[src/hw/ag_pkg.sv]
`default_nettype none

package ag_pkg;

   // Widths that carry a meaning
   typedef logic [31:0] addr_t;
   typedef logic [15:0] seg_t;
   typedef logic [2:0]  reg_id_t;
   typedef logic [1:0]  opsize_t;
   typedef logic [1:0]  scale_t;

   // Operand-size codes
   localparam opsize_t size_8  = 2'd0;
   localparam opsize_t size_16 = 2'd1;
   localparam opsize_t size_32 = 2'd2;
   localparam opsize_t size_64 = 2'd3;

   // Scoreboards: three GPR bits per register (byte 0, byte 1, upper half)
   typedef logic [23:0] gpr_sb_t;
   typedef logic [7:0]  seg_sb_t;
   typedef logic [7:0]  mm_sb_t;

   typedef struct packed {
      gpr_sb_t gpr;
      seg_sb_t seg;
      mm_sb_t  mm;
   } sb_t;

   typedef struct packed {
      logic valid;
      sb_t  sb;
   } stage_sb_t;

   // IDT entry addresses, 8 bytes per gate
   localparam addr_t vec_nmi        = 32'h0000_0010;
   localparam addr_t vec_page_fault = 32'h0000_0070;
   localparam addr_t vec_gen_prot   = 32'h0000_0068;

   typedef struct packed {
      addr_t       eip;
      seg_t        cs;
      logic [47:0] offset;
      reg_id_t     sr1;
      reg_id_t     sr2;
      reg_id_t     sib_i;
      reg_id_t     seg1;
      reg_id_t     seg2;
      opsize_t     sr1_size;
      opsize_t     sr2_size;
      logic        sr1_needed;
      logic        sr2_needed;
      logic        seg1_needed;
      logic        seg2_needed;
      logic        mm1_needed;
      logic        mm2_needed;
      addr_t       sr1_data;
      addr_t       sr2_data;
      addr_t       sib_i_data;
      seg_t        seg1_data;
      seg_t        seg2_data;
      addr_t       imm32;
      addr_t       disp32;
      logic        sib_en;
      logic        disp_en;
      logic        base_en;
      scale_t      sib_scale;
      logic        seg_use_cs;
      logic        jmp_rel;
      logic        far_xfer;
      logic [1:0]  mux_a;
      logic        mux_b;
      logic        stack_push;
      logic        stack_pop;
      logic        stack_multi;
      opsize_t     mem_size;
      reg_id_t     dr1;
      reg_id_t     dr2;
      opsize_t     dr1_size;
      opsize_t     dr2_size;
      logic        ld_gpr1;
      logic        ld_gpr2;
      logic        ld_seg;
      logic        ld_mm;
      logic        nmi_en;
      logic        pf_en;
      logic        gp_en;
   } ag_uop_t;

   typedef struct packed {
      addr_t neip;
      seg_t  ncs;
      addr_t a_val;
      addr_t b_val;
      addr_t ea_base_disp;
      addr_t ea_index_seg;
      addr_t stack_addr;
      addr_t int_addr;
      logic  int_taken;
      sb_t   sb;
   } ag_result_t;

   // Byte lanes touched by a GPR access of the given size
   // IDs 4 to 7 at 8 bits are the high bytes AH, CH, DH, BH
   function automatic gpr_sb_t gpr_lanes(reg_id_t id, opsize_t size);
      gpr_sb_t lanes;
      int      base;
      lanes = '0;
      base  = 3 * int'(id);
      case (size)
         size_8: begin
            if (id[2]) begin
               lanes[3 * int'(id[1:0]) + 1] = 1'b1;
            end else begin
               lanes[base] = 1'b1;
            end
         end
         size_16: lanes[base +: 2] = 2'b11;
         default: lanes[base +: 3] = 3'b111;
      endcase
      return lanes;
   endfunction

   function automatic logic [7:0] onehot8(reg_id_t id);
      return 8'b1 << id;
   endfunction

endpackage

`default_nettype wire

[src/hw/ag_stage.sv]
`timescale 1ns/100ps
`default_nettype none

module ag_stage import ag_pkg::*; #(
   parameter int num_ext_stages = 3
) (
   input  logic       clk,
   input  logic       arst_n,
   input  logic       in_valid,
   input  ag_uop_t    in_uop,
   output logic       in_ready,
   output logic       out_valid,
   input  logic       out_ready,
   output ag_result_t out_res,
   input  stage_sb_t  ext_sb [num_ext_stages]
);

   logic       stall;
   logic       accept;
   stage_sb_t  own_sb;
   ag_result_t res_next;
   addr_t      ea_base_disp;
   addr_t      ea_index_seg;
   addr_t      stack_addr;
   sb_t        dest_sb;
   addr_t      rel_target;

   // Handshake
   assign in_ready = (!out_valid || out_ready) && !stall;
   assign accept   = in_valid && in_ready;

   // The occupied latch is checked like any downstream stage
   assign own_sb.valid = out_valid;
   assign own_sb.sb    = out_res.sb;

   ea_calc u_ea_calc (
      .uop       (in_uop),
      .base_disp (ea_base_disp),
      .index_seg (ea_index_seg)
   );

   stack_addr_unit u_stack_addr_unit (
      .clk        (clk),
      .arst_n     (arst_n),
      .accept     (accept),
      .uop        (in_uop),
      .stack_addr (stack_addr)
   );

   dep_check #(
      .num_ext_stages (num_ext_stages)
   ) u_dep_check (
      .uop_valid (in_valid),
      .uop       (in_uop),
      .ext_sb    (ext_sb),
      .own_sb    (own_sb),
      .stall     (stall)
   );

   scoreboard_gen u_scoreboard_gen (
      .uop (in_uop),
      .sb  (dest_sb)
   );

   assign rel_target = in_uop.eip + in_uop.offset[31:0];

   always_comb begin
      res_next = '0;

      // Far transfers load EIP and CS from the 48-bit pointer
      if (in_uop.far_xfer) begin
         res_next.neip = in_uop.offset[31:0];
         res_next.ncs  = in_uop.offset[47:32];
      end else begin
         res_next.neip = in_uop.jmp_rel ? rel_target : in_uop.eip;
         res_next.ncs  = in_uop.cs;
      end

      case (in_uop.mux_a)
         2'd0:    res_next.a_val = in_uop.sr1_data;
         2'd1:    res_next.a_val = {16'h0000, in_uop.seg1_data};
         2'd2:    res_next.a_val = {16'h0000, in_uop.seg2_data};
         default: res_next.a_val = {16'h0000, in_uop.cs};
      endcase
      res_next.b_val = in_uop.mux_b ? in_uop.imm32 : in_uop.sr2_data;

      res_next.ea_base_disp = ea_base_disp;
      res_next.ea_index_seg = ea_index_seg;
      res_next.stack_addr   = stack_addr;

      // NMI wins over page fault, page fault over GP
      if (in_uop.nmi_en) begin
         res_next.int_addr = vec_nmi;
      end else if (in_uop.pf_en) begin
         res_next.int_addr = vec_page_fault;
      end else if (in_uop.gp_en) begin
         res_next.int_addr = vec_gen_prot;
      end else begin
         res_next.int_addr = '0;
      end
      res_next.int_taken = in_uop.nmi_en | in_uop.pf_en | in_uop.gp_en;

      res_next.sb = dest_sb;
   end

   // Output latch
   always_ff @(posedge clk or negedge arst_n) begin
      if (!arst_n) begin
         out_valid <= 1'b0;
      end else if (accept) begin
         out_valid <= 1'b1;
      end else if (out_ready) begin
         out_valid <= 1'b0;
      end
   end

   always_ff @(posedge clk) begin
      if (accept) begin
         out_res <= res_next;
      end
   end

endmodule

`default_nettype wire

[src/hw/dep_check.sv]
`timescale 1ns/100ps
`default_nettype none

module dep_check import ag_pkg::*; #(
   parameter int num_ext_stages = 3
) (
   input  logic      uop_valid,
   input  ag_uop_t   uop,
   input  stage_sb_t ext_sb [num_ext_stages],
   input  stage_sb_t own_sb,
   output logic      stall
);

   gpr_sb_t sr1_mask;
   gpr_sb_t sr2_mask;
   gpr_sb_t sib_mask;
   sb_t     need;
   logic    hit;

   // Source lanes, each gated by its need flag
   assign sr1_mask = uop.sr1_needed ? gpr_lanes(uop.sr1, uop.sr1_size) : '0;
   assign sr2_mask = uop.sr2_needed ? gpr_lanes(uop.sr2, uop.sr2_size) : '0;

   // Index register is always read as 32 bits
   assign sib_mask = uop.sib_en ? gpr_lanes(uop.sib_i, size_32) : '0;

   always_comb begin
      need.gpr = sr1_mask | sr2_mask | sib_mask;
      need.seg = (uop.seg1_needed ? onehot8(uop.seg1) : 8'h00)
               | (uop.seg2_needed ? onehot8(uop.seg2) : 8'h00);
      // MM sources share the SR1 and SR2 register IDs
      need.mm  = (uop.mm1_needed ? onehot8(uop.sr1) : 8'h00)
               | (uop.mm2_needed ? onehot8(uop.sr2) : 8'h00);
   end

   function automatic logic overlaps(stage_sb_t s, sb_t mask);
      logic gpr_hit;
      logic seg_hit;
      logic mm_hit;
      gpr_hit = |(s.sb.gpr & mask.gpr);
      seg_hit = |(s.sb.seg & mask.seg);
      mm_hit  = |(s.sb.mm & mask.mm);
      return s.valid && (gpr_hit || seg_hit || mm_hit);
   endfunction

   // Own latch entry counts as one more in-flight stage
   always_comb begin
      hit = overlaps(own_sb, need);
      for (int i = 0; i < num_ext_stages; i++) begin
         hit = hit | overlaps(ext_sb[i], need);
      end
   end

   assign stall = uop_valid & hit;

endmodule

`default_nettype wire

[src/hw/ea_calc.sv]
`timescale 1ns/100ps
`default_nettype none

module ea_calc import ag_pkg::*; (
   input  ag_uop_t uop,
   output addr_t   base_disp,
   output addr_t   index_seg
);

   addr_t base_val;
   addr_t disp_val;
   seg_t  seg_val;
   addr_t scaled_idx;

   // First partial sum, base register plus displacement
   assign base_val  = uop.base_en ? uop.sr1_data : '0;
   assign disp_val  = uop.disp_en ? uop.disp32 : '0;
   assign base_disp = base_val + disp_val;

   // Segment base is the selector value shifted into the upper half
   assign seg_val = uop.seg_use_cs ? uop.cs : uop.seg1_data;

   // SIB index scaled by 1, 2, 4 or 8
   assign scaled_idx = uop.sib_en ? (uop.sib_i_data << uop.sib_scale) : '0;

   assign index_seg = {seg_val, 16'h0000} + scaled_idx;

endmodule

`default_nettype wire

[src/hw/scoreboard_gen.sv]
`timescale 1ns/100ps
`default_nettype none

module scoreboard_gen import ag_pkg::*; (
   input  ag_uop_t uop,
   output sb_t     sb
);

   gpr_sb_t dr1_mask;
   gpr_sb_t dr2_mask;

   assign dr1_mask = uop.ld_gpr1 ? gpr_lanes(uop.dr1, uop.dr1_size) : '0;
   assign dr2_mask = uop.ld_gpr2 ? gpr_lanes(uop.dr2, uop.dr2_size) : '0;

   // Segment and MM writes only ever target DR1
   assign sb.gpr = dr1_mask | dr2_mask;
   assign sb.seg = uop.ld_seg ? onehot8(uop.dr1) : '0;
   assign sb.mm  = uop.ld_mm ? onehot8(uop.dr1) : '0;

endmodule

`default_nettype wire

[src/hw/stack_addr_unit.sv]
`timescale 1ns/100ps
`default_nettype none

module stack_addr_unit import ag_pkg::*; (
   input  logic    clk,
   input  logic    arst_n,
   input  logic    accept,
   input  ag_uop_t uop,
   output addr_t   stack_addr
);

   addr_t temp_sp;
   addr_t prev_pop_size;
   addr_t start_ptr;
   addr_t access_bytes;
   addr_t adjust;

   // Stack accesses are at least one word wide
   always_comb begin
      case (uop.mem_size)
         size_32: access_bytes = 32'd4;
         size_64: access_bytes = 32'd8;
         default: access_bytes = 32'd2;
      endcase
   end

   // Multi-access sequences continue from the last computed address
   assign start_ptr = uop.stack_multi ? temp_sp : uop.sr2_data;

   always_comb begin
      if (uop.stack_push) begin
         adjust = '0 - access_bytes;
      end else if (uop.stack_pop && uop.stack_multi) begin
         adjust = prev_pop_size;
      end else begin
         // Plain pop reads at the pointer itself
         adjust = '0;
      end
   end

   assign stack_addr = start_ptr + adjust;

   always_ff @(posedge clk or negedge arst_n) begin
      if (!arst_n) begin
         temp_sp       <= '0;
         prev_pop_size <= '0;
      end else if (accept) begin
         temp_sp       <= stack_addr;
         prev_pop_size <= access_bytes;
      end
   end

endmodule

`default_nettype wire

[config.mk]
export PLATFORM = sky130hd
export DESIGN_NAME = ag_stage
export DESIGN_NICKNAME = d
export VERILOG_FILES = /design/src/hw/ag_pkg.sv /design/src/hw/ag_stage.sv /design/src/hw/dep_check.sv /design/src/hw/ea_calc.sv /design/src/hw/scoreboard_gen.sv /design/src/hw/stack_addr_unit.sv
export SDC_FILE = /design/constraint.sdc
export NUM_CORES = 1
export LEC_CHECK = 0
export BUFFER_PORTS_ARGS = -buffer_cell sky130_fd_sc_hd__buf_2
export CAP_MARGIN = 20
export CORE_AREA = 3 3 293 295
export CTS_CLUSTER_SIZE = 30
export DETAILED_ROUTE_END_ITERATION = 7
export DIE_AREA = 0 0 296 298
export PLACE_DENSITY = 0.52
export SETUP_SLACK_MARGIN = 0.4
export SLEW_MARGIN = 10
export SYNTH_ARGS = -nofsm -noshare
export SYNTH_HDL_FRONTEND = slang
export SYNTH_SLANG_ARGS = --single-unit
[constraint.sdc]
create_clock -name clk -period 4.5 [get_ports clk]
set_input_delay 0.225 -clock clk [delete_from_list [all_inputs] [get_ports clk]]
set_output_delay 0.225 -clock clk [all_outputs]
set_load 0.01 [all_outputs]
Word-level counts from Yosys, hierarchy flattened. Index checks and enable logic that the tools add are counted. Widths: inputs -> output; s select.

Bits of input ports: 473. Word-level logic and storage cells: 213. Bits in registers: 346. Output and inout port bits: 283.

Shifts and indexed selects: 24. Order comparisons: 16. Bitwise logic cells: 32. Eq/ne operators: 8. Mux-type cells: 49. Add/sub/neg operators: 14. Reductions and logical operators: 45. $mul: 9.

Operators by type and width (number): $and 24x24->24 (13); $ge 32x1->1 const B (8); $lt 32x7->1 const B (8); $mux 32 (8); $mux 24 (9); $pmux 24 s2 (4); $neg 32->33 (5); $shift 3x33->24 const A (5); $shiftx 3x33->24 const A (5); $shift 2x33->24 const A (4); $shiftx 2x33->24 const A (4); $add 32x2->32 const B (4); $add 32x32->32 (4); $pmux 32 s3 (1); $reduce_or 24->1 (4); $or 24x24->24 (3); $and 8x8->8 (8); $reduce_or 8->1 (8); $mux 48 (1); $demux 1 s5 (8); $shl 1x3->8 const A (5); $mux 8 (4); $shl 32x2->32 (1); $mul 2x3->5 const A (5); 17 further kinds (68).

Longest topological paths before layout. Gate-level depths: netlist of run 1.

Depth after elaboration: 24. Depth in mapped cells: 19. Mapped depth without buffers: 15.

By module. From an unflattened synthesis of run 1, not the netlist that was laid out.

Cell total of the unflattened synthesis: 2307. Area, all modules: 23094.6 µm².

Modules (own cells, without submodules): ag_stage (cells each 711, seq. area each 7592.3 µm², area each 11083.1 µm², instances 1); ea_calc (cells each 519, seq. area each 0.0 µm², area each 3590.9 µm², instances 1); stack_addr_unit (cells each 392, seq. area each 875.8 µm², area each 3539.6 µm², instances 1); dep_check (cells each 430, seq. area each 0.0 µm², area each 3153.0 µm², instances 1); scoreboard_gen (cells each 255, seq. area each 0.0 µm², area each 1727.9 µm², instances 1).

Worst setup path before layout of run 1. No wires, ideal clock.

Path type: input to register. From: input port in_uop[249] (netlist name). To: register u_stack_addr_unit.prev_pop_size[2]. Path slack: -0.681 ns. Cell stages on the path: 18. Required time: 4.374 ns. Buffers on the path: 5. Arrival time: 5.055 ns. Cells stage by stage: clkbuf_1 -> clkbuf_1 -> inv_1 -> fa_1 -> buf_2 -> and2_1 -> clkbuf_1 -> and3_1 -> o221a_2 -> a211o_1 -> a2111o_1 -> or4_1 -> a211o_1 -> o2bb2ai_2 -> nand3_2 -> clkinv_4 -> buf_12 -> mux2_4.

Longest elaborated chain between the ends: 22. Elaborated cells on any way between the ends: 56.

Ends and longest elaborated chain: start: declaration (RTL line ag_stage.sv:10) `input ag_uop_t in_uop,`; $mul 2x3->5 (RTL line ag_pkg.sv:108) `base = 3 * int'(id);`; $ge 32x1->1 (implied by the code) / $lt 32x7->1 (equally long branches) (RTL line ag_pkg.sv:114) `lanes[base] = 1'b1;`; $logic_and 1x1->1 (implied by the code) (RTL line ag_pkg.sv:114); $mux 1 (implied by the code) (RTL line ag_pkg.sv:114); $demux 1 s5; $mux 24 (RTL line ag_pkg.sv:111) `if (id[2]) begin`; $pmux 24 s2 (RTL line ag_pkg.sv:109) `case (size)`; $mux 24 (RTL line dep_check.sv:21) `assign sr1_mask = uop.sr1_needed ? gpr_lanes(uop.sr1, uop.sr1_size) : '0;`; (+6 left out); $logic_and 1x1->1 (RTL line dep_check.sv:43) `return s.valid && (gpr_hit || seg_hit || mm_hit);`; $or 1x1->1 (2 in series) (RTL line dep_check.sv:50) `hit = hit | overlaps(ext_sb[i], need);`; $or 1x1->1 * (RTL line dep_check.sv:50); $and 1x1->1 * (RTL line dep_check.sv:54) `assign stall = uop_valid & hit;`; $logic_not 1->1 * (RTL line ag_stage.sv:29) `assign in_ready = (!out_valid || out_ready) && !stall;`; $logic_and 1x1->1 * (RTL line ag_stage.sv:29); $logic_and 1x1->1 * (RTL line ag_stage.sv:30) `assign accept = in_valid && in_ready;`; named net accept (RTL line ag_stage.sv:19) `logic accept;`; end signal: assignment (RTL line stack_addr_unit.sv:49) `prev_pop_size <= access_bytes;`; end: declaration (RTL line stack_addr_unit.sv:13) `addr_t prev_pop_size;`.

Mark *: on every way through the listed nets, which the timed path passes. The rest lies on a longest branch. A chain may end at the register's enable or synchronous reset.

Worst setup path in the final report of run 1.
From: input port in_uop[244] (netlist name). To: output port in_ready.

Longest elaborated chain between the ends: 22. Elaborated cells on any way between the ends: 62.

Ends and longest elaborated chain: $mul 2x2->4 (RTL line ag_pkg.sv:112) `lanes[3 * int'(id[1:0]) + 1] = 1'b1;`; $add 32x2->32 (RTL line ag_pkg.sv:112); $ge 32x1->1 (implied by the code) / $lt 32x7->1 (equally long branches) (RTL line ag_pkg.sv:112); $logic_and 1x1->1 (implied by the code) (RTL line ag_pkg.sv:112); $mux 1 (implied by the code) (RTL line ag_pkg.sv:112); $demux 1 s5; $mux 24 (RTL line ag_pkg.sv:111); $pmux 24 s2 (RTL line ag_pkg.sv:109); (+4 left out); $reduce_or 24->1 (RTL line dep_check.sv:40) `gpr_hit = |(s.sb.gpr & mask.gpr);`; $logic_or 1x1->1 (2 in series) (RTL line dep_check.sv:43); $logic_and 1x1->1 (RTL line dep_check.sv:43); $or 1x1->1 (2 in series) (RTL line dep_check.sv:50); $or 1x1->1 * (RTL line dep_check.sv:50); $and 1x1->1 * (RTL line dep_check.sv:54); $logic_not 1->1 * (RTL line ag_stage.sv:29); $logic_and 1x1->1 * (RTL line ag_stage.sv:29); end: declaration (RTL line ag_stage.sv:11) `output logic in_ready,`.

Mark *: on every way between the ends. The rest lies on a longest branch, timed or not.

==> results of run 1 <==
[power by group through the flow]
stage	registers (mW)	clock network (mW)	logic (mW)
2_1_floorplan	3.44	0	2.05
3_3_place_gp	3.44	0	3.16
3_5_place_dp	3.43	0	3.17
4_1_cts	3.38	3.11	3.26
5_1_grt	3.41	3.20	3.59
6_report	3.38	3.00	3.28
[final cells by class]
cell class	instances	area share, %
multi-input combinational	1849	45.1
antenna	17	0.137
inverter	92	1.16
clock buffer	44	3.09
clock inverter	21	0.824
sequential	288	27.2
tap	1080	4.34
timing repair buffer	935	18.2
[what timing repair did]
action | CTS | global route
hold buffers | 112 | 0
endpoints found under the hold margin | 121 | 0
setup endpoints to repair | 1 | 190
pin swaps | 0 | 2
resized for setup | 2 | 19
[stage by stage]
stage,std cells,worst slack [ns],power [mW]
5_1_grt,4316,0.372,10.2
4_1_cts,4308,0.452,9.76
6_report,4326,0.519,9.67
3_5_place_dp,4131,0.0153,6.60
2_1_floorplan,2363,-0.213,5.48
3_3_place_gp,4131,-0.0261,6.59
[cell families (layout without fill, tap and decap cells)]
group	after synthesis	after routing	share of synthesized area [%]
multiplexers	201	201	11.8
flip-flops	288	288	36.3
buffers and inverters	226	1092	4.43
XOR/XNOR	90	90	3.38
AO/OA/AOI/OAI	626	626	18.0
other	1	45	0.0161
AND/OR/NAND/NOR	744	744	17.1
adder cells (fa/ha/maj)	160	160	8.84
[state kept, by name (all words and copies together) (netlist names)]
name,count
out_res,252
u_stack_addr_unit.temp_sp,32
out_valid,1
u_stack_addr_unit.prev_pop_size,3
[worst min-delay path by stage]
stage / start / end / depth (start not counted)
2_1_floorplan: arst_n / out_valid / 0
4_1_cts: in_uop[111] / out_res[215] / 2
3_3_place_gp: arst_n / u_stack_addr_unit.prev_pop_size[2] / 1
6_report: in_uop[254] / out_res[253] / 3
5_1_grt: in_uop[185] / out_res[193] / 2
3_5_place_dp: arst_n / u_stack_addr_unit.temp_sp[5] / 1
[critical path, stage by stage]
cell	delay [ns]
buf_2	0.14
ha_2	0.22
buf_4	0.21
nor2b_1	0.21
a22o_1	0.42
a22oi_1	0.29
nand4_1	0.11
or4b_2	0.67
nor4_2	0.36
nand4_1	0.14
a22oi_1	0.25
nand2_1	0.11
a22oi_2	0.20
buf_2	0.19
[per-layer routing]
metal | vias up | track usage, % | share of wire (%)
li1 | 10600 | - | -
met1 | 10900 | 27.0 | 40
met2 | 1053 | 37.1 | 47
met3 | 223 | 4.92 | 7.8
met4 | 14 | 9.54 | 4.8
met5 | - | 0 | 0.073
[cells in the final DEF (no fill, tap or decap), types with 17 or more instances in the layout]
cell / instances
xor2_1: 27
mux2_2: 104
xnor2_1: 63
a31oi_1: 36
nand4_1: 33
clkbuf_16: 36
diode_2: 17
edfxtp_1: 252
dfrtp_1: 36
a22oi_1: 31
nor2b_1: 41
and3_1: 38
buf_4: 81
buf_2: 727
o21a_1: 21
and2_1: 119
a22o_1: 20
dlygate4sd3_1: 112
inv_1: 88
or2_2: 18
o21ai_0: 149
nand2_1: 170
nand2b_1: 31
nor2_1: 100
nor3_1: 27
nand3_1: 69
a211oi_1: 21
mux2_4: 28
a21oi_1: 117
conb_1: 28
a21boi_0: 19
mux2i_1: 31
a21o_1: 39
ha_1: 146
mux4_2: 38
o31ai_1: 20
==> flow_summary.json, run 1 <==
{
  "ir_worst_vdd_mv": 0.302,
  "final_antenna_net_count": 0,
  "track_usage_pct": 22.0,
  "crit_required_ns": 4.28,
  "cts_buffers": 36,
  "grt_pass1_vias": 22700,
  "fin_nets": 3835,
  "clkPwrFrac_pct": 31.1,
  "cp_max_fo": 17,
  "reg2reg_to": "out_res[189]",
  "switching_share_pct": 32.3,
  "max_cap_viol_count": 0,
  "p_int_mw": 6.55,
  "final_util_pct": 37.3,
  "drive_gt1_share_pct": 34.4,
  "seq_area_sq_um": 8470,
  "yosysSeqAreaShare_pct": 36.3,
  "start_util_pct": 27.9,
  "drv_slew": 0,
  "routed_wl_um": 103000,
  "synthToLayoutAreaGrowth_pct": 33.6,
  "grt_max_degree": 82,
  "clkSlewWorstSetupHoldPaths_ns": 0.05,
  "powerDensity_nw_per_um2": 311,
  "post_cts_buffers": 0,
  "fmax_mhz": 251,
  "hold_viol": 0,
  "drc": 0,
  "synth_top_area_share_pct": 32.5,
  "wl_per_cell_um": 23.8,
  "reg2reg_depth": 11,
  "post-synth-top-count-cell": "edfxtp_1",
  "setup_viol": 0,
  "firstDrtPassIters": 7,
  "fin_worst_skew_ns": 0.0227,
  "dieArea_sq_um": 88200,
  "min_path_type": "in2reg",
  "avgSynthCellArea_sq_um": 9.98,
  "grt_overflow": 0,
  "num_io_pins": 756,
  "switchingPower_mw": 3.13,
  "synth_edf_count": 252,
  "clock_sinks": 288,
  "fin_area_sq_um": 31100,
  "status": "finished, final reports clean",
  "arrival_ns": 3.76,
  "reg2reg_from": "out_res[1]",
  "critPathLaunchType": "primary input",
  "yosysWarnings": 0,
  "setup_tns_ns": 0,
  "cp-end-kind": "output pin",
  "die_w_um": 296,
  "drt_iter0_drc": 1691,
  "leakagePower_nw": 13.4,
  "grt_pass1_wl_um": 146000,
  "async_flop_share_pct": 12.5,
  "viasPerCell": 5.27,
  "ys_types": 87,
  "period_share_pct": 88.5,
  "synthTopCellsByArea": "edfxtp_1, ha_1, mux2_2, dfrtp_1, mux4_2",
  "io_buffers": 727,
  "tritoncts": "built",
  "rsz0062_at_grt": "true",
  "critical_path_class": "in2out",
  "pwr-share-seq_pct": 35.0,
  "dp_hpwl_um": 84000,
  "crit_end": "in_ready",
  "synthCells": 2336,
  "worstMarginPinSlew_ns": 1.03,
  "num_rows": 106,
  "multi_input_area_sq_um": 14000,
  "combPwrFrac_pct": 34.0,
  "core_sq_um": 83400,
  "antenna_found_initial": 18,
  "synth_commonest_cells": "edfxtp_1, nand2_1, ha_1, o21ai_0, and2_1",
  "dr_total_vias": 22800,
  "hold_slack_ns": 0.0402,
  "cts_buffer_depth": 3,
  "ys_seq_elements": 288,
  "period_needed_ns": 3.98,
  "mappedNetlistArea_sq_um": 23300,
  "clkLatencyLatePin_ns": 0.56,
  "fillCellCount": 8457,
  "placed_cell_area_sq_um": 28700,
  "max_slew_margin_pct": 31.3,
  "synth_top_area_cell": "edfxtp_1",
  "cts-root-buf": "clkbuf_16",
  "cts_max_level": 2,
  "cp-startpoint": "in_uop[244]",
  "fp.dieH_um": 298,
  "ys.flop_type": "edfxtp_1",
  "r2r_setup_slack_ns": 0.81,
  "gp_congestion": 1.04
}
Note: power is estimated with default switching activity, not from simulation.
==> inputs of run 2 (changes only) <==
Settings changed: CORE_AREA 3 3 293 295 to 3 3 295 297, DIE_AREA 0 0 296 298 to 0 0 298 300, PLACE_DENSITY 0.52 to 0.51.
==> run 2 against run 1 <==
Net effect:
- total power grew 2.7%
- first-iteration DRC count grew 12%
- cell count grew 2.1%
- via count grew 1.2%
- maximum frequency shrank 1.5%
- die area grew 1.4%
- core utilization shrank 0.16 points
- clock skew grew 0.015 ns
- global-route usage grew 0.13 points
- critical path depth grew 4
- non-clock buffer count grew 26
- largest power group unchanged
- hold slack lost 0.026 ns
==> flow_summary.json, run 2 (same netlist as run 1, synthesis figures left out) <==
{
  "num_io_pins": 756,
  "critical_path.top_delay_family": "simple AND/OR/NAND/NOR gates",
  "drv_slew": 0,
  "grt_pass1_wl_um": 150000,
  "setup_viol": 0,
  "layout_commonest_cell": "buf_2",
  "fp.dieH_um": 300,
  "gp_congestion": 1.02,
  "wl_per_cell_um": 23.7,
  "cts_max_level": 2,
  "mostFrequentLayoutCells": "buf_2, edfxtp_1, nand2_1",
  "num_rows": 107,
  "drt_iter0_drc": 1891,
  "final_util_pct": 37.2,
  "routed_wl_um": 105000,
  "fin_worst_skew_ns": 0.0376,
  "powerDensity_nw_per_um2": 315,
  "fin_nets": 3863,
  "tritoncts": "built",
  "critPathLaunchType": "primary input",
  "clkSlewWorstSetupHoldPaths_ns": 0.06,
  "cts_buffers": 38,
  "cts_buffer_depth": 3,
  "dp_hpwl_um": 84900,
  "cts-root-buf": "clkbuf_16",
  "period_needed_ns": 4.04,
  "firstDrtPassIters": 6,
  "grt_overflow": 0,
  "rsz0062_at_grt": "false",
  "die_w_um": 298,
  "top_regs": "out_res: 252 flops, u_stack_addr_unit.temp_sp: 32 flops, u_stack_addr_unit.prev_pop_size: 3 flops",
  "cp_max_fo": 5,
  "cp-end-kind": "output pin",
  "clock_sinks": 288,
  "placedCellCount": 4194,
  "antenna_found_initial": 19,
  "clkLatencyLatePin_ns": 0.58,
  "timing.critical_path.mode_cell": "buf_4",
  "critical_path_class": "in2out",
  "final_antenna_net_count": 0,
  "grt_pass1_vias": 22800,
  "path_cells": "buf_2 -> ha_4 -> inv_4 -> fa_2 -> buf_4 -> nor2b_1 -> nand4_1 -> o2111ai_1 -> or2_2 -> a222oi_1 -> nand3_1 -> or3_1 -> o21ai_0 -> buf_4 -> nand2_1 -> a22oi_2 -> buf_4 -> buf_2",
  "max_cap_viol_count": 0,
  "fmax_mhz": 247,
  "track_usage_pct": 22.2,
  "finalNonFillerCells": 4416,
  "io_buffers": 727,
  "max_stage_delay_ns": 0.46,
  "grt_max_degree": 55,
  "hold_viol": 0,
  "slowest_stage": "fa_2",
  "finalPower_mw": 9.94,
  "max_slew_margin_pct": 34.5,
  "arrival_ns": 3.82,
  "viasPerCell": 5.22,
  "crit_buf_inv": 6,
  "dieArea_sq_um": 89400,
  "regMostFlops": "out_res",
  "dr_total_vias": 23100,
  "crit_required_ns": 4.28,
  "drc": 0,
  "worstMarginPinSlew_ns": 0.982,
  "leakagePower_nw": 13.6,
  "status": "finished, final reports clean",
  "core_sq_um": 84900,
  "period_share_pct": 89.8,
  "min_path_type": "in2reg",
  "r2r_setup_slack_ns": 0.65,
  "ir_worst_vdd_mv": 0.205,
  "start_util_pct": 27.5,
  "synthToLayoutAreaGrowth_pct": 35.4,
  "largest_reg_flops": 252,
  "drive_gt1_share_pct": 34.8
}
-- run 2: cell type report --
class | instances | area [sq um]
diodes | 12 | 30.0
multi-input cells | 1849 | 14000
clock buffers | 43 | 1030
flip-flops and latches | 288 | 8470
well taps | 1144 | 1430
repair buffers | 961 | 5880
clock inverters | 27 | 304
inverters | 92 | 367
fillers | 8776 | 53300
-- run 2: metrics by stage --
stage | setup TNS (ns) | area, sq um | hold slack [ns] | setup slack (ns)
2_1_floorplan | -34.23 | 23500 | -0.0706 | -0.213
3_3_place_gp | -14.03 | 28700 | 0.441 | -0.0847
3_5_place_dp | -24.81 | 28700 | 0.443 | -0.134
4_1_cts | 0 | 31400 | 0.00145 | 0.406
5_1_grt | 0 | 31500 | 0.00463 | 0.373
6_report | 0 | 31600 | 0.0139 | 0.459
-- run 2: worst paths after layout --
check                                             start                             to  cells past startpoint
setup / recovery                            in_uop[248]                       in_ready                     18
hold / removal                              in_uop[257]                   out_res[256]                      3
setup reg to reg                             out_res[1]                    out_res[25]                     11
hold reg to reg            u_stack_addr_unit.temp_sp[3]   u_stack_addr_unit.temp_sp[3]                      1
max in group asynchronous                        arst_n   u_stack_addr_unit.temp_sp[2]                      2
min in group asynchronous                        arst_n  u_stack_addr_unit.temp_sp[10]                      2
-- run 2: worst min-delay path: cells and delay by family --
family | cells | cell delay, ns
buf+inv | 1 | 0.10
simple gates | 1 | 0.05
compound gates | 1 | 0.08
-- run 2: routing by layer --
layer	vias up	track usage (%)	wire length (um)
met2	1137	38.0	49800
met5	-	0	57
li1	10600	-	-
met1	11100	27.4	42400
met3	192	4.31	7510
met4	10	8.89	4830
-- run 2: what timing repair did --
action / in CTS / in global routing
hold buffers: 132 / 0
setup buffers: 0 / 6
pin swaps: 0 / 9
resized for setup: 5 / 26
endpoints found under the hold margin: 130 / 0
endpoints found under the setup margin: 1 / 244
-- run 2: power breakdown --
part,switching [mW],internal [mW]
clock network,1.33,1.91
registers,0.120,3.26
logic,1.79,1.53
